[src/verilog/cpc_pkg.sv]
////////////////////
// CPC expansion package
// Widths, SDRAM page numbers, Multiface shadow map,
// bus structs and the freezer state encoding
////////////////////
`default_nettype none

package cpc_pkg;

	typedef logic [7:0]   byte_t;
	typedef logic [15:0]  cpu_addr_t;
	typedef logic [22:0]  sdram_addr_t;   // Word address in one 8 MB bank
	typedef logic [24:0]  load_addr_t;
	typedef logic [1:0]   bank_t;
	typedef logic [8:0]   page_t;         // 16 KB page in the bank
	typedef logic [12:0]  mf2_addr_t;
	typedef logic [255:0] rom_map_t;      // One bit per upper ROM

	////////////////////
	// Loader image indices and SDRAM pages
	////////////////////
	localparam byte_t IDX_ROM = 8'd0;     // System ROM image
	localparam byte_t IDX_EXT = 8'd3;     // Expansion ROM image

	localparam page_t PAGE_OS        = 9'h000;
	localparam page_t PAGE_BASIC     = 9'h100;
	localparam page_t PAGE_AMSDOS    = 9'h107;
	localparam page_t PAGE_MF2       = 9'h0FF;
	localparam page_t PAGE_BAD_EXT   = 9'h1EE;  // Unused page for a malformed extension
	localparam page_t PAGE_COMBO_END = 9'h1FF;

	////////////////////
	// Multiface Two
	////////////////////
	localparam cpu_addr_t MF2_NMI_ENTRY  = 16'h0066;
	localparam cpu_addr_t MF2_HIDE_ENTRY = 16'h0065;
	localparam cpu_addr_t MF2_PORT_BASE  = 16'hFEE8;  // Bit 1 picks enable or disable

	// Where each hardware register lands in the Multiface RAM
	localparam mf2_addr_t SHD_PEN_IDX   = 13'h1FCF;
	localparam mf2_addr_t SHD_BORDER    = 13'h1FDF;
	localparam mf2_addr_t SHD_PEN_BASE  = 13'h1F90;
	localparam mf2_addr_t SHD_MODE      = 13'h1FEF;
	localparam mf2_addr_t SHD_BANK      = 13'h1FFF;
	localparam mf2_addr_t SHD_CRTC_SEL  = 13'h1CFF;
	localparam mf2_addr_t SHD_CRTC_BASE = 13'h1DB0;
	localparam mf2_addr_t SHD_PPI       = 13'h17FF;
	localparam mf2_addr_t SHD_UROM      = 13'h1AAC;

	// I/O port high bytes
	localparam byte_t PORT_GA       = 8'h7F;  // Gate array
	localparam byte_t PORT_CRTC_SEL = 8'hBC;
	localparam byte_t PORT_CRTC_DAT = 8'hBD;
	localparam byte_t PORT_PPI      = 8'hF7;  // 8255
	localparam byte_t PORT_UROM     = 8'hDF;  // Upper ROM select

	typedef struct packed {
		logic        wr;
		load_addr_t  addr;
		byte_t       data;
		logic        download;
		byte_t       index;
		logic [15:0] file_ext;   // Last two characters of the extension
	} load_req_t;

	typedef struct packed {
		cpu_addr_t addr;
		byte_t     dout;
		logic      m1;
		logic      io_wr;
		logic      mem_wr;
		logic      mem_rd;
	} cpu_bus_t;

	typedef struct packed {
		logic        oe;
		logic        we;
		bank_t       bank;
		sdram_addr_t addr;
		byte_t       data;
	} sdram_req_t;

	typedef enum logic [1:0] {
		MF2_IDLE,
		MF2_NMI_PENDING,
		MF2_PAGED_IN
	} mf2_state_t;

endpackage

`default_nettype wire

[src/verilog/rom_page_tracker.sv]
////////////////////
// ROM page tracker
// Decodes the expansion page from the file extension,
// handles combo images and keeps the upper ROM map
////////////////////
`timescale 1ns/10ps
`default_nettype none

module rom_page_tracker (
	input  wire                  clk_sys,
	input  wire                  reset,
	input  wire cpc_pkg::load_req_t   load_i,
	input  wire cpc_pkg::sdram_addr_t boot_addr_i,
	output cpc_pkg::page_t       page_o,
	output cpc_pkg::rom_map_t    rom_map_o
);
	import cpc_pkg::*;

	logic       rom_load;
	logic       ext_load;
	logic       dl_q;
	logic       wr_q;
	logic       combo;
	logic [4:0] hi_dig;
	logic [4:0] lo_dig;
	page_t      ext_page;
	logic       ext_combo;

	// {valid, value} of one hex character
	function automatic logic [4:0] hex_digit(input byte_t c);
		logic [4:0] r;
		r = 5'd0;
		if (c >= "0" && c <= "9")
			r = {1'b1, c[3:0]};
		else if (c >= "A" && c <= "F")
			r = {1'b1, c[3:0] + 4'd9};
		return r;
	endfunction

	assign rom_load = load_i.download && (load_i.index == IDX_ROM);
	assign ext_load = load_i.download && (load_i.index == IDX_EXT);
	assign hi_dig   = hex_digit(load_i.file_ext[15:8]);
	assign lo_dig   = hex_digit(load_i.file_ext[7:0]);

	always_comb begin
		ext_page  = PAGE_BAD_EXT;
		ext_combo = 1'b0;
		if (hi_dig[4])
			ext_page[7:4] = hi_dig[3:0];
		if (lo_dig[4])
			ext_page[3:0] = lo_dig[3:0];
		if (load_i.file_ext == "ZZ")
			ext_page = '0;
		if (load_i.file_ext == "Z0") begin // Combo image starting at page 0
			ext_page  = '0;
			ext_combo = 1'b1;
		end
	end

	always_ff @(posedge clk_sys) begin
		if (reset) begin
			dl_q      <= 1'b0;
			wr_q      <= 1'b0;
			combo     <= 1'b0;
			page_o    <= PAGE_OS;
			rom_map_o <= '0;
		end else begin
			dl_q <= load_i.download;
			wr_q <= load_i.wr;
			// End of a byte write
			if ((rom_load | ext_load) & wr_q & ~load_i.wr) begin
				if (boot_addr_i[22])
					rom_map_o[boot_addr_i[21:14]] <= 1'b1;
				if (combo && &boot_addr_i[13:0]) begin
					combo  <= 1'b0;
					page_o <= PAGE_COMBO_END;
				end
			end
			if (ext_load & ~dl_q) begin
				page_o <= ext_page;
				combo  <= ext_combo;
			end
		end
	end

endmodule

`default_nettype wire

[config.mk]
export PLATFORM = sky130hd
export DESIGN_NAME = rom_page_tracker
export DESIGN_NICKNAME = d
export VERILOG_FILES = /design/src/verilog/cpc_pkg.sv /design/src/verilog/rom_page_tracker.sv
export SDC_FILE = /design/constraint.sdc
export NUM_CORES = 1
export LEC_CHECK = 0
export BUFFER_PORTS_ARGS = -buffer_cell sky130_fd_sc_hd__buf_2
export CAP_MARGIN = 5
export CORE_ASPECT_RATIO = 0.7
export CORE_MARGIN = 3
export CORE_UTILIZATION = 51
export CTS_CLUSTER_SIZE = 10
export DETAILED_ROUTE_END_ITERATION = 10
export GPL_ROUTABILITY_DRIVEN = 1
export HOLD_SLACK_MARGIN = 0.12
export PLACE_DENSITY = 0.8
export SLEW_MARGIN = 30
export SYNTH_ARGS = -nofsm -noshare
export SYNTH_HDL_FRONTEND = slang
export SYNTH_SLANG_ARGS = --single-unit
[constraint.sdc]
create_clock -name clk_sys -period 6.62 [get_ports clk_sys]
set_input_delay 1.324 -clock clk_sys [delete_from_list [all_inputs] [get_ports clk_sys]]
set_output_delay 1.324 -clock clk_sys [all_outputs]
set_load 0.02 [all_outputs]
==> reports/results.tsv <==
metric	value	unit
status	completed	
Fin. Hold Viols	0	
unrepaired setup endpoints after global routing	false	
antenna fix cells	0	
WP buf/inv	2	
clock network latency to the later pin of the worst-skew pair	530	ps
hold bufs inserted after CTS	0	
warnings from Yosys	0	
period utilisation layout	55.6	%
cell family with most CP delay	simple AND/OR/NAND/NOR gates	
critical path arrival	4130	ps
max cap viols	0	
Rows	40	
initial core utilization	52.4	%
Syn Inst Count	1032	
commonest cells after routing, fill and taps aside	329 x nor2_1, 314 x buf_2, 268 x dfxtp_1	
Worst VDD drop	0.000190	V
Post-DRT Antenna Nets	0	
Core Area	0.0173	mm2
Final Setup Violations	0	
CP max stage cell	and4_2	
clk_skew	9.94	ps
share of layout cells above drive strength 1	27.6	%
clock sink count	268	
CTS H-tree lvls	1	
boundary pin count	349	
Max Clk Rate	272	MHz
R2R setup slack	4040	ps
Layout Area Growth over Synthesis	26.0	%
Pleak	5.33	nW
Starting DRT DRC Count	873	
initial antenna violation count	0	
Post-synth top flop	dfxtp_1	
pin count of the biggest net entering global routing	104	
Post-Route Setup TNS	0	ps
gr usage total	26.5	%
number of global-route vias before repair	7898	
Clock transition at path regs	60	ps
final max-slew violation count	0	
Syn Nets	1125	
Synth cell types	46	
most common cell after layout, fill and taps aside	nor2_1	
PnR Total Power	3.08	mW
min cycle time layout	3680	ps
Vias	8413	
setup repair bufs after CTS	0	
WL per Instance	17.5	um
maximum root-to-sink buffer count	3	
asr flop ratio synth	0	%
First-pass DRT Iterations	6	
mapped cell area	0.00905	mm2
CP required	7070	ps
EDFF count, synth	0	
Worst Setup End Kind	flip-flop	
Clock Tree Root	clkbuf_16	
PD cells	271	mW/mm2
Fill cells	1389	
first-pass GRT wire length	41.7	mm
Port Buffer Count	315	
#FFs+latches synth	268	
Die ar.	0.0194	mm2
die height	117	um
placed wire-length estimate	18.0	mm
grt total ovfl	0	
nets	1417	
sequential area share after synthesis	59.3	%
worst path cell trace	buf_2, or4b_4, nor4_1, and4_2, buf_4, a21oi_1, nor2_1	
Die W	165	um
Crit Path Category	in -> reg	
Resize count post-CTS	0	
CTS tree	done	
RD Place Congestion	0.881	
Setup crit start kind	input port	
critical path's largest stage delay	850	ps
critical path peak fanout	33	
Relative slew margins	41.6	%
TritonCTS Buffers	30	
Hold Crit Class	reg -> reg	
# DRC	0	
Routed WL	27.2	mm
post-synthesis average cell area	8.77	um2
drt via density	5.41	
Slew @ Worst Pin	875	ps
==> flip-flops by register name, summed over array words and instances (netlist names) <==
name,count
wr_q,1
combo,1
rom_map_o,256
dl_q,1
page_o,9
==> cell type report <==
type | count | area (um2) | area share [%]
flip-flops and latches | 268 | 5370 | 47.1
multi-input cells | 684 | 3250 | 28.5
repair buffers | 324 | 1660 | 14.6
clock buffers | 32 | 758 | 6.65
well taps | 231 | 289 | 2.54
inverters | 16 | 60.1 | 0.527
clock inverters | 1 | 16.3 | 0.143
==> synth_stat cells, drive strengths merged, types with 3 or more instances <==
| library cell | number | area, um2 |
|---|---|---|
| nor2b | 7 | 43.8 |
| nand2 | 16 | 60.1 |
| dfxtp | 268 | 5370 |
| nand4 | 6 | 37.5 |
| and3 | 3 | 18.8 |
| nor2 | 329 | 1230 |
| nand2b | 4 | 25.0 |
| buf | 31 | 240 |
| ha | 9 | 113 |
| nor4 | 6 | 67.6 |
| a21oi | 261 | 1310 |
| nand3 | 8 | 40.0 |
| inv | 16 | 60.1 |
| clkbuf | 32 | 130 |
| a221oi | 5 | 43.8 |
==> path summary, 6_finish.rpt <==
path                     startpoint                           to  depth (start not counted)
min          page_o[8]$_SDFFE_PP0P_       page_o[8]$_SDFFE_PP0P_                          2
max                      load_i[20]  rom_map_o[230]$_SDFFE_PP0P_                          7
min reg2reg  page_o[8]$_SDFFE_PP0P_       page_o[8]$_SDFFE_PP0P_                          2
max reg2reg         wr_q$_SDFF_PP0_  rom_map_o[230]$_SDFFE_PP0P_                          6
==> per-layer routing <==
metal  GRT usage, %  part of all wire [%]  up-vias
met2           42.8                    45      419
li1               -                     -     4007
met5              0                     0        -
met4           7.23                   2.3        0
met3           8.44                    12       54
met1           34.3                    40     3933
==> power breakdown <==
part | leakage [nW] | internal (mW) | switching [mW]
Clock | 0.379 | 0.796 | 0.586
Combinational | 2.79 | 0.0228 | 0.0641
Sequential | 2.16 | 1.61 | 0.000251
==> kinds of logic after synthesis <==
kind of cell / after synthesis / synth area share, %
xor gates and xnor gates: 1 / 0.0968
buffers and inverters: 80 / 4.85
adders and majority gates: 9 / 1.24
DFF: 268 / 59.3
and+or+nand+nor: 393 / 18.2
AOI/OAI and AO/OA: 281 / 16.3
==> per-stage QoR <==
| step | util [%] | cells | setup WS, ps | hold WS [ps] | area, um2 |
|---|---|---|---|---|---|
| after floorplan | - | 1032 | 3330 | 432 | 9050 |
| after global placement | 61.4 | 1522 | 2490 | 435 | 10600 |
| after detailed placement | 61.4 | 1522 | 2380 | 444 | 10600 |
| after CTS | 65.9 | 1555 | 2930 | 453 | 11400 |
| after global routing | 66.0 | 1556 | 2840 | 468 | 11400 |
| final | 66.0 | 1556 | 2940 | 452 | 11400 |
==> tightest hold or removal path: cells and delay by family, from the launching register on <==
family	cells	cell delay [ps]
buffers and inverters	1	50
DFF	1	310
AOI/OAI and AO/OA	1	50
Power figures use the tool's default switching activity.
