<file path="src/verilog/cpc_pkg.sv">
////////////////////
// CPC expansion package
// Widths, SDRAM page numbers, Multiface shadow map,
// bus structs and the freezer state encoding
////////////////////
`default_nettype none

package cpc_pkg;

	typedef logic [7:0]   byte_t;
	typedef logic [15:0]  cpu_addr_t;
	typedef logic [22:0]  sdram_addr_t;   // Word address in one 8 MB bank
	typedef logic [24:0]  load_addr_t;
	typedef logic [1:0]   bank_t;
	typedef logic [8:0]   page_t;         // 16 KB page in the bank
	typedef logic [12:0]  mf2_addr_t;
	typedef logic [255:0] rom_map_t;      // One bit per upper ROM

	////////////////////
	// Loader image indices and SDRAM pages
	////////////////////
	localparam byte_t IDX_ROM = 8'd0;     // System ROM image
	localparam byte_t IDX_EXT = 8'd3;     // Expansion ROM image

	localparam page_t PAGE_OS        = 9'h000;
	localparam page_t PAGE_BASIC     = 9'h100;
	localparam page_t PAGE_AMSDOS    = 9'h107;
	localparam page_t PAGE_MF2       = 9'h0FF;
	localparam page_t PAGE_BAD_EXT   = 9'h1EE;  // Unused page for a malformed extension
	localparam page_t PAGE_COMBO_END = 9'h1FF;

	////////////////////
	// Multiface Two
	////////////////////
	localparam cpu_addr_t MF2_NMI_ENTRY  = 16'h0066;
	localparam cpu_addr_t MF2_HIDE_ENTRY = 16'h0065;
	localparam cpu_addr_t MF2_PORT_BASE  = 16'hFEE8;  // Bit 1 picks enable or disable

	// Where each hardware register lands in the Multiface RAM
	localparam mf2_addr_t SHD_PEN_IDX   = 13'h1FCF;
	localparam mf2_addr_t SHD_BORDER    = 13'h1FDF;
	localparam mf2_addr_t SHD_PEN_BASE  = 13'h1F90;
	localparam mf2_addr_t SHD_MODE      = 13'h1FEF;
	localparam mf2_addr_t SHD_BANK      = 13'h1FFF;
	localparam mf2_addr_t SHD_CRTC_SEL  = 13'h1CFF;
	localparam mf2_addr_t SHD_CRTC_BASE = 13'h1DB0;
	localparam mf2_addr_t SHD_PPI       = 13'h17FF;
	localparam mf2_addr_t SHD_UROM      = 13'h1AAC;

	// I/O port high bytes
	localparam byte_t PORT_GA       = 8'h7F;  // Gate array
	localparam byte_t PORT_CRTC_SEL = 8'hBC;
	localparam byte_t PORT_CRTC_DAT = 8'hBD;
	localparam byte_t PORT_PPI      = 8'hF7;  // 8255
	localparam byte_t PORT_UROM     = 8'hDF;  // Upper ROM select

	typedef struct packed {
		logic        wr;
		load_addr_t  addr;
		byte_t       data;
		logic        download;
		byte_t       index;
		logic [15:0] file_ext;   // Last two characters of the extension
	} load_req_t;

	typedef struct packed {
		cpu_addr_t addr;
		byte_t     dout;
		logic      m1;
		logic      io_wr;
		logic      mem_wr;
		logic      mem_rd;
	} cpu_bus_t;

	typedef struct packed {
		logic        oe;
		logic        we;
		bank_t       bank;
		sdram_addr_t addr;
		byte_t       data;
	} sdram_req_t;

	typedef enum logic [1:0] {
		MF2_IDLE,
		MF2_NMI_PENDING,
		MF2_PAGED_IN
	} mf2_state_t;

endpackage

`default_nettype wire

</file>
<file path="src/verilog/mf2_control.sv">
////////////////////
// Multiface Two control
// NMI request, page-in on the NMI fetch, hide,
// and the enable and disable ports
////////////////////
`timescale 1ns/10ps
`default_nettype none

module mf2_control (
	input  wire                    clk_sys,
	input  wire                    reset,
	input  wire cpc_pkg::cpu_bus_t cpu_i,
	input  wire                    key_nmi_i,
	input  wire [1:0]              mf2_mode_i,   // 0 enabled, 1 hidden, 2 disabled
	output logic                   nmi_o,
	output logic                   mf2_rom_en_o,
	output logic                   mf2_ram_en_o
);
	import cpc_pkg::*;

	mf2_state_t state;
	logic       hidden;
	logic       key_q;
	logic       m1_q;
	logic       io_wr_q;
	logic       key_rise;
	logic       m1_rise;
	logic       io_rise;
	logic       port_hit;
	logic       disabled;

	assign key_rise = key_nmi_i & ~key_q;
	assign m1_rise  = cpu_i.m1 & ~m1_q;
	assign io_rise  = cpu_i.io_wr & ~io_wr_q;
	assign port_hit = cpu_i.addr[15:2] == MF2_PORT_BASE[15:2];  // FEE8 or FEEA
	assign disabled = mf2_mode_i[1];

	always_ff @(posedge clk_sys) begin
		if (reset) begin
			state   <= MF2_IDLE;
			hidden  <= |mf2_mode_i;
			key_q   <= 1'b0;
			m1_q    <= 1'b0;
			io_wr_q <= 1'b0;
		end else begin
			key_q   <= key_nmi_i;
			m1_q    <= cpu_i.m1;
			io_wr_q <= cpu_i.io_wr;
			case (state)
				MF2_IDLE:
					if (key_rise & ~disabled)
						state <= MF2_NMI_PENDING;
				MF2_NMI_PENDING:
					if (m1_rise && cpu_i.addr == MF2_NMI_ENTRY) begin
						state  <= MF2_PAGED_IN;
						hidden <= 1'b0;
					end
				MF2_PAGED_IN:
					if (m1_rise && cpu_i.addr == MF2_HIDE_ENTRY)
						hidden <= 1'b1;    // Exit through the hide vector
				default: state <= MF2_IDLE;
			endcase
			if (io_rise & port_hit) begin
				if (~cpu_i.addr[1] & ~hidden & ~disabled)
					state <= MF2_PAGED_IN;
				else if (state == MF2_PAGED_IN)
					state <= MF2_IDLE;
			end
		end
	end

	assign nmi_o        = state == MF2_NMI_PENDING;
	assign mf2_rom_en_o = (state == MF2_PAGED_IN) && (cpu_i.addr[15:13] == 3'b000);
	assign mf2_ram_en_o = (state == MF2_PAGED_IN) && (cpu_i.addr[15:13] == 3'b001);

endmodule

`default_nettype wire

</file>
<file path="config.mk">
export PLATFORM = sky130hd
export DESIGN_NAME = mf2_control
export DESIGN_NICKNAME = d
export VERILOG_FILES = /design/src/verilog/cpc_pkg.sv /design/src/verilog/mf2_control.sv
export SDC_FILE = /design/constraint.sdc
export NUM_CORES = 1
export LEC_CHECK = 0
export BUFFER_PORTS_ARGS = -buffer_cell sky130_fd_sc_hd__buf_2
export CAP_MARGIN = 20
export CORE_AREA = 2 2 39 41
export DETAILED_ROUTE_END_ITERATION = 7
export DIE_AREA = 0 0 41 43
export PLACE_DENSITY = 0.61
export SYNTH_ARGS = -nofsm -noshare
export SYNTH_HDL_FRONTEND = slang
export SYNTH_SLANG_ARGS = --single-unit
</file>
<file path="constraint.sdc">
create_clock -name clk_sys -period 2.1 [get_ports clk_sys]
set_input_delay 0.42 -clock clk_sys [delete_from_list [all_inputs] [get_ports clk_sys]]
set_output_delay 0.42 -clock clk_sys [all_outputs]
set_load 0.01 [all_outputs]
</file>
==> summary.log <==
[status] result of the run completed
[setup_path] worst flop-to-flop path endpoint state[1]$_SDFF_PP0_
[timing] ratio of final minimum period to clock period 76.47%
[pwr] power share of the combinational group 16.5%
[synthesis] Post-synth EDFFs 1
[setup_path] worst reg-to-reg path cell count 4
[cts] clock-pin slew on the worst setup and hold paths 50 ps
[timing] Setup violations, final 0
[route] vias per std cell 4.926
[layout] area of all sequential standard cells 130.1 µm²
[synthesis] yosys warns 0
[synthesis] simple-gate area share of the yosys netlist 48.15%
[cts] latest clock arrival within the worst-skew pair 240 ps
[route] drt total wl 910 µm
[route] violation count after the first detailed-routing iteration 4
[route] Avg WL per Cell 11.23 µm
[synthesis] synthesized-area fraction occupied by ao, oa, aoi and oai cells 12.79%
[worst_hold_path] endpoint of the worst hold path key_q$_SDFF_PP0_
[worst_hold_path] worst hold path class input pin to flop
[cts] Max Buffers Root-to-Sink 2
[setup_path] Req. time, crit path 1680 ps
[pwr] relative contribution of sequential cells to total power 44.0%
[setup_path] worst path cell trace nand2b_1 -> nor4b_1 -> buf_2
[floorplan] Core Footprint 1384 µm²
[flow_run] MaxCap Viol Count 0
[global_route] via count of the first global-routing pass 386
[setup_path] worst-path maximum fanout 5
[cts] TritonCTS clock tree done
[timing] relative max-transition margin 85.39%
[synthesis] count of different cell masters after synthesis 23
[route] post-detailed-route count of antenna-violating nets 0
[synthesis] dominant combinational cell family by area after synthesis simple AND/OR/NAND/NOR gates
[synthesis] sequential cell area fraction in the yosys report 35.02%
[layout] FILL cells 153
[place] Cell Area, Placed 516.7 µm²
[timing] transition at the pin with the smallest max-transition slack 216.1 ps
[pwr] switching power as a share of total power 22.42%
[synthesis] cell with the most instances after synthesis sky130_fd_sc_hd__dfxtp_1
[timing] Hold Slack 402.9 ps
[floorplan] placement row count 14
[setup_path] delay of the slowest cell on the worst path 320 ps
[route] M1 WL 348 µm
[synthesis] post-synthesis area per instance 10.32 µm²
[timing] post-route minimum period 1606 ps
[place] half-perimeter wire length of the detailed placement result 776 µm
[place] buffers added on ports 25
[setup_path] type of element launching the critical path flop
[cts] number of buffers created by CTS 3
[synthesis] commonest register cell after synthesis sky130_fd_sc_hd__dfxtp_1
[floorplan] Die X-Extent 41 µm
[setup_path] source of the worst register-to-register timing path m1_q$_SDFF_PP0_
[global_route] leftover overflow at the end of global routing 0
[timing] final worst clock skew 9.598 ps
[synthesis] Synthesized Nets 69
[pwr] power density over the cells 524.8 nW/µm²
[synthesis] synthesis-stage register bit count 6
[layout] area of combinational cells with multiple inputs 237.7 µm²
[layout] ANT cells 0
[timing] peak clock frequency supported by timing 0.6227 GHz
[worst_hold_path] worst hold path cell count 2
[timing] Pins Over Slew Limit 0
[layout] final layout net count 99
[setup_path] setup slack, reg-to-reg 780 ps
[floorplan] die area 1763 µm²
[synthesis] mux contribution to synthesized area 3.030%
[cts] CTS-repair resized insts 0
[route] uppermost signal routing layer after detailed routing met4
[synthesis] Synth Area in XOR/XNOR 0%
[timing] final hold viol count 0
[pwr] maximum ir drop on the vdd rail 233.9 µV
[worst_hold_path] startpoint of the lowest-slack hold path key_nmi_i
[route] detailed route wirelength on metal2 470 µm
[setup_path] Data arrival, critical path 1190 ps
[cts] clock root cell sky130_fd_sc_hd__clkbuf_4
[pwr] clock group share of total power 39.5%
[synthesis] share of Yosys cell area claimed by the top area cell type 26.94%
[layout] proportion of layout cells with a drive suffix above 1 52.31%
[synthesis] dominant cells by area after synthesis sky130_fd_sc_hd__dfxtp_1, sky130_fd_sc_hd__edfxtp_1, sky130_fd_sc_hd__nor4b_2
[setup_path] Worst Setup End Kind primary output
[floorplan] vertical die dimension 43 µm
[place] placer congestion estimate 0.6754
[pwr] Psw 0.06388 mW
[global_route] pin count of the biggest net entering global routing 9
[setup_path] Worst path slowest cell sky130_fd_sc_hd__dfxtp_1
[synthesis] adder-cell share of the synthesized area 0%
[timing] Setup TNS 0 ps
[layout] final non-filler cell area 543.0 µm²
[floorplan] # IOs 36
[synthesis] synthesized instance count 36
[synthesis] Async SR Flop Fraction 0%
[synthesis] synth cell count leaders sky130_fd_sc_hd__dfxtp_1, sky130_fd_sc_hd__nor2b_1
[cts] hold buffers post-CTS 0
[route] drt pass-1 iters 4
[global_route] global-route wire length before repair 1.393 mm
[setup_path] kind of critical path flop to primary output
[route] count of vias placed by the detailed router 399
[route] number of design rule violations left after detail routing 0
[layout] area growth from synthesis to final layout 46.13%
[pwr] Static Leak 0.2286 nW
[pwr] post-route total power 0.2850 mW
[route] length of routed met3 wiring 72 µm
[cts] H-Tree Depth 1
[layout] final core utilization 39.24%
[timing] RSZ-0062 raised after global routing false
[synthesis] post-synthesis instance area 371.6 µm²
[cts] number of clock sinks 6
[synthesis] cell type with the highest aggregate area in the netlist sky130_fd_sc_hd__dfxtp_1
[global_route] antenna violations before repair 0
[cts] setup fix buffers added after clock tree synthesis 0
[floorplan] starting density of the core 26.85%
[pwr] internal power consumption 0.2211 mW
[global_route] GRT Overall Usage 12.07%
logic make-up (layout without fill, tap and decap cells):
| family | Yosys count | in the layout |
|---|---|---|
| buffers and inverters | 1 | 30 |
| multiplexers | 1 | 1 |
| flip-flops | 6 | 6 |
| AO/OA/AOI/OAI | 7 | 7 |
| AND/OR/NAND/NOR | 21 | 21 |
critical path, delay by kind of cell (launching register included):
family                 cells  cell delay [ps]
buffers and inverters      1              170
AND/OR/NAND/NOR            2              450
flip-flops                 1              320
worst max-delay path by stage:
stage	startpoint	end	depth (start not counted)
finish	state[0]$_SDFF_PP0_	mf2_ram_en_o	3
global route	state[0]$_SDFF_PP0_	mf2_ram_en_o	3
CTS	state[0]$_SDFF_PP0_	mf2_ram_en_o	3
detailed placement	cpu_i[23]	state[1]$_SDFF_PP0_	5
global placement	cpu_i[23]	state[1]$_SDFF_PP0_	5
floorplan	cpu_i[20]	state[1]$_SDFF_PP0_	4
through the flow:
stage                     setup WS (ps)  std cells
after floorplan                   722.2         36
after global placement            527.5         77
after detailed placement          520.8         77
after CTS                         457.5         81
after global routing              401.4         81
final                             494.2         81
registers in the layout, indices dropped and copies added (netlist names):
register,count
state,2
hidden,1
io_wr_q,1
key_q,1
m1_q,1
layout make-up:
class / instances / share of cell area, %
Sequential cell: 6 / 23.96
Inverter: 1 / 0.6912
Clock buffer: 4 / 4.839
Tap cell: 16 / 3.687
Multi-Input combinational cell: 29 / 43.78
Timing Repair Buffer: 25 / 23.04
power groups by stage:
| stage | Sequential, mW | Clock (mW) | Combinational (mW) |
|---|---|---|---|
| after floorplan | 0.127 | 0 | 0.0157 |
| after detailed placement | 0.128 | 0 | 0.0473 |
| final | 0.125 | 0.113 | 0.0470 |
| after CTS | 0.125 | 0.118 | 0.0477 |
| after global routing | 0.126 | 0.126 | 0.0523 |
| after global placement | 0.127 | 0 | 0.0465 |
cells in the final DEF (no fill, tap or decap), drive strengths merged:
master   n
buf     25
dfxtp    5
nor2b    4
clkbuf   4
nor4     3
nor4b    3
nand4    2
o21ai    2
and4b    2
or3      2
a21oi    2
nand2b   1
and4bb   1
inv      1
nand3    1
o32a     1
o21bai   1
nor2     1
and4     1
o22ai    1
mux2     1
edfxtp   1
per-layer routing:
layer | up-vias | global-route usage [%]
met5 | - | 0
met4 | 0 | 10.00
met3 | 2 | 3.141
met2 | 14 | 20.94
met1 | 179 | 10.36
li1 | 204 | -
No activity file was read; power rests on OpenSTA's default activity.
