==> src/verilog/cpc_pkg.sv <==
////////////////////
// CPC expansion package
// Widths, SDRAM page numbers, Multiface shadow map,
// bus structs and the freezer state encoding
////////////////////
`default_nettype none

package cpc_pkg;

	typedef logic [7:0]   byte_t;
	typedef logic [15:0]  cpu_addr_t;
	typedef logic [22:0]  sdram_addr_t;   // Word address in one 8 MB bank
	typedef logic [24:0]  load_addr_t;
	typedef logic [1:0]   bank_t;
	typedef logic [8:0]   page_t;         // 16 KB page in the bank
	typedef logic [12:0]  mf2_addr_t;
	typedef logic [255:0] rom_map_t;      // One bit per upper ROM

	////////////////////
	// Loader image indices and SDRAM pages
	////////////////////
	localparam byte_t IDX_ROM = 8'd0;     // System ROM image
	localparam byte_t IDX_EXT = 8'd3;     // Expansion ROM image

	localparam page_t PAGE_OS        = 9'h000;
	localparam page_t PAGE_BASIC     = 9'h100;
	localparam page_t PAGE_AMSDOS    = 9'h107;
	localparam page_t PAGE_MF2       = 9'h0FF;
	localparam page_t PAGE_BAD_EXT   = 9'h1EE;  // Unused page for a malformed extension
	localparam page_t PAGE_COMBO_END = 9'h1FF;

	////////////////////
	// Multiface Two
	////////////////////
	localparam cpu_addr_t MF2_NMI_ENTRY  = 16'h0066;
	localparam cpu_addr_t MF2_HIDE_ENTRY = 16'h0065;
	localparam cpu_addr_t MF2_PORT_BASE  = 16'hFEE8;  // Bit 1 picks enable or disable

	// Where each hardware register lands in the Multiface RAM
	localparam mf2_addr_t SHD_PEN_IDX   = 13'h1FCF;
	localparam mf2_addr_t SHD_BORDER    = 13'h1FDF;
	localparam mf2_addr_t SHD_PEN_BASE  = 13'h1F90;
	localparam mf2_addr_t SHD_MODE      = 13'h1FEF;
	localparam mf2_addr_t SHD_BANK      = 13'h1FFF;
	localparam mf2_addr_t SHD_CRTC_SEL  = 13'h1CFF;
	localparam mf2_addr_t SHD_CRTC_BASE = 13'h1DB0;
	localparam mf2_addr_t SHD_PPI       = 13'h17FF;
	localparam mf2_addr_t SHD_UROM      = 13'h1AAC;

	// I/O port high bytes
	localparam byte_t PORT_GA       = 8'h7F;  // Gate array
	localparam byte_t PORT_CRTC_SEL = 8'hBC;
	localparam byte_t PORT_CRTC_DAT = 8'hBD;
	localparam byte_t PORT_PPI      = 8'hF7;  // 8255
	localparam byte_t PORT_UROM     = 8'hDF;  // Upper ROM select

	typedef struct packed {
		logic        wr;
		load_addr_t  addr;
		byte_t       data;
		logic        download;
		byte_t       index;
		logic [15:0] file_ext;   // Last two characters of the extension
	} load_req_t;

	typedef struct packed {
		cpu_addr_t addr;
		byte_t     dout;
		logic      m1;
		logic      io_wr;
		logic      mem_wr;
		logic      mem_rd;
	} cpu_bus_t;

	typedef struct packed {
		logic        oe;
		logic        we;
		bank_t       bank;
		sdram_addr_t addr;
		byte_t       data;
	} sdram_req_t;

	typedef enum logic [1:0] {
		MF2_IDLE,
		MF2_NMI_PENDING,
		MF2_PAGED_IN
	} mf2_state_t;

endpackage

`default_nettype wire

==> src/verilog/boot_addr_map.sv <==
////////////////////
// Boot address map
// Places loader bytes in SDRAM and picks the SDRAM request
// from the loader, the Multiface ROM or the CPU
////////////////////
`timescale 1ns/10ps
`default_nettype none

module boot_addr_map (
	input  wire cpc_pkg::load_req_t  load_i,
	input  wire cpc_pkg::page_t      page_i,
	input  wire                      model_i,
	input  wire                      mf2_rom_en_i,
	input  wire                      mf2_ram_en_i,
	input  wire cpc_pkg::cpu_bus_t   cpu_i,
	output cpc_pkg::sdram_addr_t     boot_addr_o,
	output cpc_pkg::sdram_req_t      sdram_o
);
	import cpc_pkg::*;

	logic        rom_load;
	logic        ext_load;
	logic        boot_wr;
	logic        mf2_sel;
	logic [10:0] seg;        // 16 KB segment of the loader offset
	bank_t       boot_bank;
	sdram_addr_t boot_a;

	assign rom_load = load_i.download && (load_i.index == IDX_ROM);
	assign ext_load = load_i.download && (load_i.index == IDX_EXT);
	assign seg      = load_i.addr[24:14];
	assign mf2_sel  = mf2_rom_en_i | mf2_ram_en_i;

	////////////////////
	// Loader placement
	////////////////////
	// Lower half of a bank holds OS, RAM and MF2 ROM, upper half the upper ROMs
	always_comb begin
		boot_wr       = (rom_load | ext_load) & load_i.wr;
		boot_a[13:0]  = load_i.addr[13:0];
		boot_a[22:14] = '1;
		boot_bank     = '0;
		if (ext_load) begin
			boot_a[22]    = page_i[8];
			boot_a[21:14] = page_i[7:0] + load_i.addr[21:14];
			boot_bank     = {1'b0, model_i};
		end else begin
			case (seg)
				11'd0, 11'd4: boot_a[22:14] = PAGE_OS;
				11'd1, 11'd5: boot_a[22:14] = PAGE_BASIC;
				11'd2, 11'd6: boot_a[22:14] = PAGE_AMSDOS;
				11'd3, 11'd7: boot_a[22:14] = PAGE_MF2;
				default:      boot_wr = 1'b0;    // Beyond both ROM sets
			endcase
			if (seg[10:3] == 8'd0)
				boot_bank = {1'b0, seg[2]};      // 6128 set, then 664 set
		end
	end

	assign boot_addr_o = boot_a;

	////////////////////
	// Request select
	////////////////////
	always_comb begin
		if (rom_load | ext_load) begin
			sdram_o.oe   = 1'b0;
			sdram_o.we   = boot_wr;
			sdram_o.bank = boot_bank;
			sdram_o.addr = boot_a;
			sdram_o.data = load_i.data;
		end else begin
			sdram_o.oe   = cpu_i.mem_rd & ~mf2_sel;
			sdram_o.we   = cpu_i.mem_wr & ~mf2_sel;
			sdram_o.bank = {1'b0, model_i};
			if (mf2_rom_en_i)
				sdram_o.addr = {PAGE_MF2, cpu_i.addr[13:0]};  // MF2 ROM image
			else
				sdram_o.addr = {7'd0, cpu_i.addr};
			sdram_o.data = cpu_i.dout;
		end
	end

endmodule

`default_nettype wire

==> config.mk <==
export PLATFORM = sky130hd
export DESIGN_NAME = boot_addr_map
export DESIGN_NICKNAME = d
export VERILOG_FILES = /design/src/verilog/cpc_pkg.sv /design/src/verilog/boot_addr_map.sv
export SDC_FILE = /design/constraint.sdc
export NUM_CORES = 1
export LEC_CHECK = 0
export BUFFER_PORTS_ARGS = -buffer_cell sky130_fd_sc_hd__buf_2
export CAP_MARGIN = 10
export CORE_ASPECT_RATIO = 2
export CORE_MARGIN = 5
export CORE_UTILIZATION = 31
export DETAILED_ROUTE_END_ITERATION = 7
export PLACE_DENSITY = 0.85
export SLEW_MARGIN = 20
export SYNTH_ARGS = -nofsm -noshare
export SYNTH_HDL_FRONTEND = slang
export SYNTH_SLANG_ARGS = --single-unit
export TNS_END_PERCENT = 20
==> constraint.sdc <==
create_clock -name vclk -period 2.97
set_clock_uncertainty 0.05 [all_clocks]
set_input_delay 0.297 -clock vclk [all_inputs]
set_output_delay 0.297 -clock vclk [all_outputs]
set_load 0.02 [all_outputs]
==> summary.md, run 1 <==
| Metric | Value |
|---|---|
| Fin Hold WS | `777 ps` |
| Detail Placement HPWL | `3880 um` |
| CP required | `2620 ps` |
| Nets | `410` |
| RSZ-0062 raised after global routing | `no` |
| DR WL/cell | `12.9 um` |
| Max-cap violation count | `0` |
| Largest net degree at the start of global routing | `23` |
| RD Place Congestion | `0.802` |
| Crit path DAT | `2340 ps` |
| GRT Util Overall | `16.8%` |
| Setup tns final | `0 ps` |
| Hold-fix buffers at CTS | `0` |
| CP Launch Type | `input pin` |
| Top cells by area, synth | `nand2_1 26%, buf_4 11%, ha_1 8.6%, a31oi_1 3.7%, a211o_1 3.4%` |
| Area grow syn2layout | `63.3%` |
| DR iter-0 viols | `12` |
| Die ar. | `0.00462 sq mm` |
| Starting Density | `32.0%` |
| Mapped cell area | `0.00102 sq mm` |
| Final count of negative-setup-slack endpoints | `0` |
| I/O pin count | `157` |
| Slew of the pin with the lowest slew margin | `638 ps` |
| Yosys top cell by area | `nand2_1` |
| First-pass GRT wire length | `6690 um` |
| # diodes | `0` |
| WS Path Type | `input pin to primary output` |
| Mean Syn Cell Area | `5.74 sq um` |
| I/O Buffers | `138` |
| F_max | `372 MHz` |
| Final Hold Fails | `0` |
| Num sequential | `0` |
| Max FO, Critical Path | `4` |
| Via count | `1,661` |
| VDD IR-drop max | `57.7 uV` |
| Cells after Synth | `178` |
| HP Class | `input pin to primary output` |
| DRT Pass-1 Iters | `4` |
| Drt via density | `5.00` |
| Top cell type's share of synthesized area | `26.4%` |
| Static Leakage | `1.00 nW` |
| Setup repair bufs after CTS | `0` |
| Fin crit share | `90.4%` |
| Initial antenna violation count | `0` |
| Commonest cells in the synthesized netlist | `72 x nand2_1, 15 x buf_4, 7 x clkbuf_1, 7 x ha_1` |
| Slew Viols, Final | `0` |
| Post_cts resized | `0` |
| Share of layout cells above drive strength 1 | `50.5%` |
| Vias in the first global route | `1,577` |
| Top-count cell post-synth | `nand2_1` |
| Slew margin rel. | `56.4%` |
| Min Tclk post-route | `2690 ps` |
| Final WS setup | `285 ps` |
| Yosys warnings | `0` |
| Die W | `50.6 um` |
| Pre-CTS WS | `283 ps` |
| Core ar. | `0.00319 sq mm` |
| Die Ht | `91.2 um` |
| Status | `completed` |
| Sequential share of the synthesized area | `0%` |
| Post-route ant nets | `0` |
| Site Rows | `29` |
| Clk_buf instances | `0` |
| Critical path capture point type | `primary output` |
| Register area | `0 sq um` |
| Grt total ovfl | `0` |
| Total power per unit cell area | `133 mW/mm^2` |
| Remaining DRCs | `0` |
| Post-synth cell types | `35` |
| Syn nets | `285` |
| DRT Wirelength | `4270 um` |
## cell usage in the layout (no fill, tap or decap), drive strengths merged, types with 2 or more instances in the layout
| master | synthesis | routed |
|---|---|---|
| o21ai | 6 | 6 |
| nand3 | 5 | 5 |
| a211o | 4 | 4 |
| nand2 | 72 | 72 |
| a31oi | 6 | 6 |
| a21oi | 2 | 2 |
| inv | 6 | 6 |
| or3 | 3 | 3 |
| a21o | 3 | 3 |
| xor2 | 2 | 2 |
| a211oi | 4 | 4 |
| nor4 | 4 | 4 |
| nor3 | 2 | 2 |
| ha | 7 | 7 |
| or4 | 3 | 3 |
| buf | 16 | 147 |
| o211ai | 3 | 3 |
| o21a | 2 | 2 |
| mux2i | 3 | 3 |
| xnor2 | 2 | 2 |
| nor2 | 4 | 4 |
## kinds of logic (layout without fill, tap and decap cells)
| logic type | Yosys count | in the layout | synth area share [%] |
|---|---|---|---|
| muxes | 3 | 3 | 2.94 |
| xor gates and xnor gates | 4 | 4 | 3.43 |
| buffers and inverters | 30 | 153 | 17.4 |
| other | 1 | 1 | 0.367 |
| and+or+nand+nor | 99 | 99 | 43.1 |
| adders and majority gates | 8 | 8 | 10.5 |
| AOI/OAI and AO/OA | 33 | 33 | 22.3 |
## where the power goes
group,switching (mW),internal (mW),leakage (nW)
logic,0.124,0.0977,1.00
clock network,0,0,0
registers,0,0,0
## area by class of cell
type | instances | area (sq um)
Fill cell | 322 | 1520
Inverter | 6 | 22.5
Multi-Input combinational cell | 148 | 850
Tap cell | 31 | 38.8
Timing Repair Buffer | 147 | 758
## metrics by stage
step           total power [mW]  util [%]  cells  cell area (sq um)
2_1_floorplan             0.133         -    178               1020
5_1_grt                   0.245      52.3    332               1670
6_report                  0.222      52.3    332               1670
3_3_place_gp              0.219      52.3    332               1670
4_1_cts                   0.224      52.3    332               1670
3_5_place_dp              0.223      52.3    332               1670
## metal layers
layer / vias to the layer above / global-route usage, % / part of all wire, %
met5: - / 0 / 0
met1: 712 / 15.8 / 32
li1: 849 / - / -
met4: 0 / 2.77 / 1.3
met2: 95 / 34.9 / 55
met3: 5 / 3.11 / 11
## path summary, 6_finish.rpt
path,startpoint,end,slack (ps),cells after the start
worst max-delay path,load_i[20],sdram_o[28],280,6
worst min-delay path,load_i[40],boot_addr_o[7],780,2
## worst max-delay path: stages
cell and delay (ps):
buf_2 90, or4b_1 550, or3_1 480, or4_4 550
a31oi_1 180, buf_2 190
Note: power is estimated with default switching activity, not from simulation.
==> run 2, diff against run 1 <==
--- a/config.mk
+++ b/config.mk
@@ -12,6 +12,7 @@
 export CORE_UTILIZATION = 31
 export DETAILED_ROUTE_END_ITERATION = 7
 export PLACE_DENSITY = 0.85
+export RECOVER_POWER = 100
 export SLEW_MARGIN = 20
 export SYNTH_ARGS = -nofsm -noshare
 export SYNTH_HDL_FRONTEND = slang
==> run 2 against run 1 <==
  * Critical path depth did not move
  * Final area fell by 5.0%
  * Fmax fell by 3.1%
  * Final cell count did not move
  * Non-clock buffer count did not move
  * Largest power group unchanged
  * Combinational power fell by 4%
==> summary.md, run 2 (same netlist as run 1, synthesis figures left out) <==
| Metric | Value |
|---|---|
| Sw Ratio | `58.7%` |
| GRT Util Overall | `16.8%` |
| Critical path endpoint | `sdram_o[28]` |
| RD Place Congestion | `0.802` |
| Core ar. | `0.00319 sq mm` |
| Starting Density | `32.0%` |
| Max-cap violation count | `0` |
| Cells along the critical path | `buf_2 > or4b_1 > or3_1 > or4_4 > a31oi_1 > clkbuf_1` |
| Nets | `410` |
| Critical path capture point type | `primary output` |
| Multi-input gate area | `845 sq um` |
| Fin crit share | `93.3%` |
| Grt total ovfl | `0` |
| Static Leakage | `0.856 nW` |
| Fillers | `357` |
| First-pass GRT wire length | `6690 um` |
| Area grow syn2layout | `55.1%` |
| Crit path DAT | `2420 ps` |
| CP top delay family | `simple AND/OR/NAND/NOR gates` |
| Total power per unit cell area | `135 mW/mm^2` |
| Site Rows | `29` |
| Detail Placement HPWL | `3880 um` |
| Most frequent cells in the layout | `86 x buf_2, 72 x nand2_1, 55 x clkbuf_1, 7 x ha_1` |
| Total power | `214 uW` |
| WS Path Type | `input pin to primary output` |
| DR WL/cell | `13.1 um` |
| Pint | `88.5 uW` |
| RSZ-0062 raised after global routing | `no` |
| Final count of negative-setup-slack endpoints | `0` |
| Setup crit start | `load_i[20]` |
| Register area | `0 sq um` |
| Commonest non-fill, non-tap cell in the layout | `buf_2` |
| Status | `completed` |
| I/O pin count | `157` |
| Clk_buf instances | `0` |
| Initial antenna violation count | `0` |
| VDD IR-drop max | `56.3 uV` |
| Drt via density | `5.00` |
| CP Launch Type | `input pin` |
| DRT Pass-1 Iters | `4` |
| Largest net degree at the start of global routing | `23` |
| Setup tns final | `0 ps` |
| WP buf/inv | `2` |
| Die ar. | `0.00462 sq mm` |
| I/O Buffers | `138` |
| Share of layout cells above drive strength 1 | `31.9%` |
| Via count | `1,661` |
| Max FO, Critical Path | `4` |
| DRT Wirelength | `4340 um` |
| Worst path slowest cell | `or4b_1` |
| Slowest stage delay, CP | `560 ps` |
| DR iter-0 viols | `18` |
| Slew of the pin with the lowest slew margin | `659 ps` |
| Hold-fix buffers at CTS | `0` |
| Switching Power | `126 uW` |
| Post-route ant nets | `0` |
| Die Ht | `91.2 um` |
| Slew Viols, Final | `0` |
| Remaining DRCs | `0` |
| Num sequential | `0` |
| Critical path depth | `6` |
| # diodes | `0` |
| Clock share of power | `0%` |
| Setup repair bufs after CTS | `0` |
| Vias in the first global route | `1,577` |
| Final Hold Fails | `0` |
| Slew margin rel. | `54.9%` |
| F_max | `361 MHz` |
| Post_cts resized | `0` |
| Die W | `50.6 um` |
| Reg power frac | `0%` |
| HP Class | `input pin to primary output` |
| Comb pwr share | `100.0%` |
| CP required | `2620 ps` |
| Min Tclk post-route | `2770 ps` |
[run 2: cell count changes in the layout (fill, tap and decap cells not counted), sizes merged]
cell	before	now
buf	147	91
clkbuf	0	56
[run 2: how the worst min path moves through the flow]
stage | from | to | cells after the start
finish | load_i[40] | boot_addr_o[7] | 2
global route | load_i[36] | boot_addr_o[3] | 2
floorplan | load_i[33] | boot_addr_o[0] | 1
CTS | load_i[40] | boot_addr_o[7] | 2
global placement | load_i[41] | boot_addr_o[8] | 2
detailed placement | load_i[40] | boot_addr_o[7] | 2
[run 2: final cells by class]
cell class | count | area share [%]
Inverter | 6 | 1.42
Multi-Input combinational cell | 148 | 53.3
Tap cell | 31 | 2.45
Timing Repair Buffer | 147 | 42.9
[run 2: power by group through the flow]
stage          clock network [mW]  registers [mW]  logic, mW
6_report                        0               0      0.214
5_1_grt                         0               0      0.236
4_1_cts                         0               0      0.224
3_5_place_dp                    0               0      0.223
3_3_place_gp                    0               0      0.219
2_1_floorplan                   0               0      0.133
[run 2: stage by stage]
stage | cell area (sq um) | setup WS (ps) | utilization [%] | hold WS [ps] | std cells
6_report | 1590 | 200 | 49.6 | 806 | 332
5_1_grt | 1590 | 111 | 49.6 | 814 | 332
4_1_cts | 1670 | 285 | 52.3 | 779 | 332
3_5_place_dp | 1670 | 283 | 52.3 | 779 | 332
3_3_place_gp | 1670 | 286 | 52.3 | 777 | 332
2_1_floorplan | 1020 | 199 | - | 657 | 178
[run 2: layer usage]
metal / track usage, % / vias up / routed length, um
met1: 15.8 / 712 / 1430
met4: 2.77 / 0 / 55
met5: 0 / - / 0
li1: - / 852 / -
met2: 34.9 / 92 / 2370
met3: 3.11 / 5 / 483
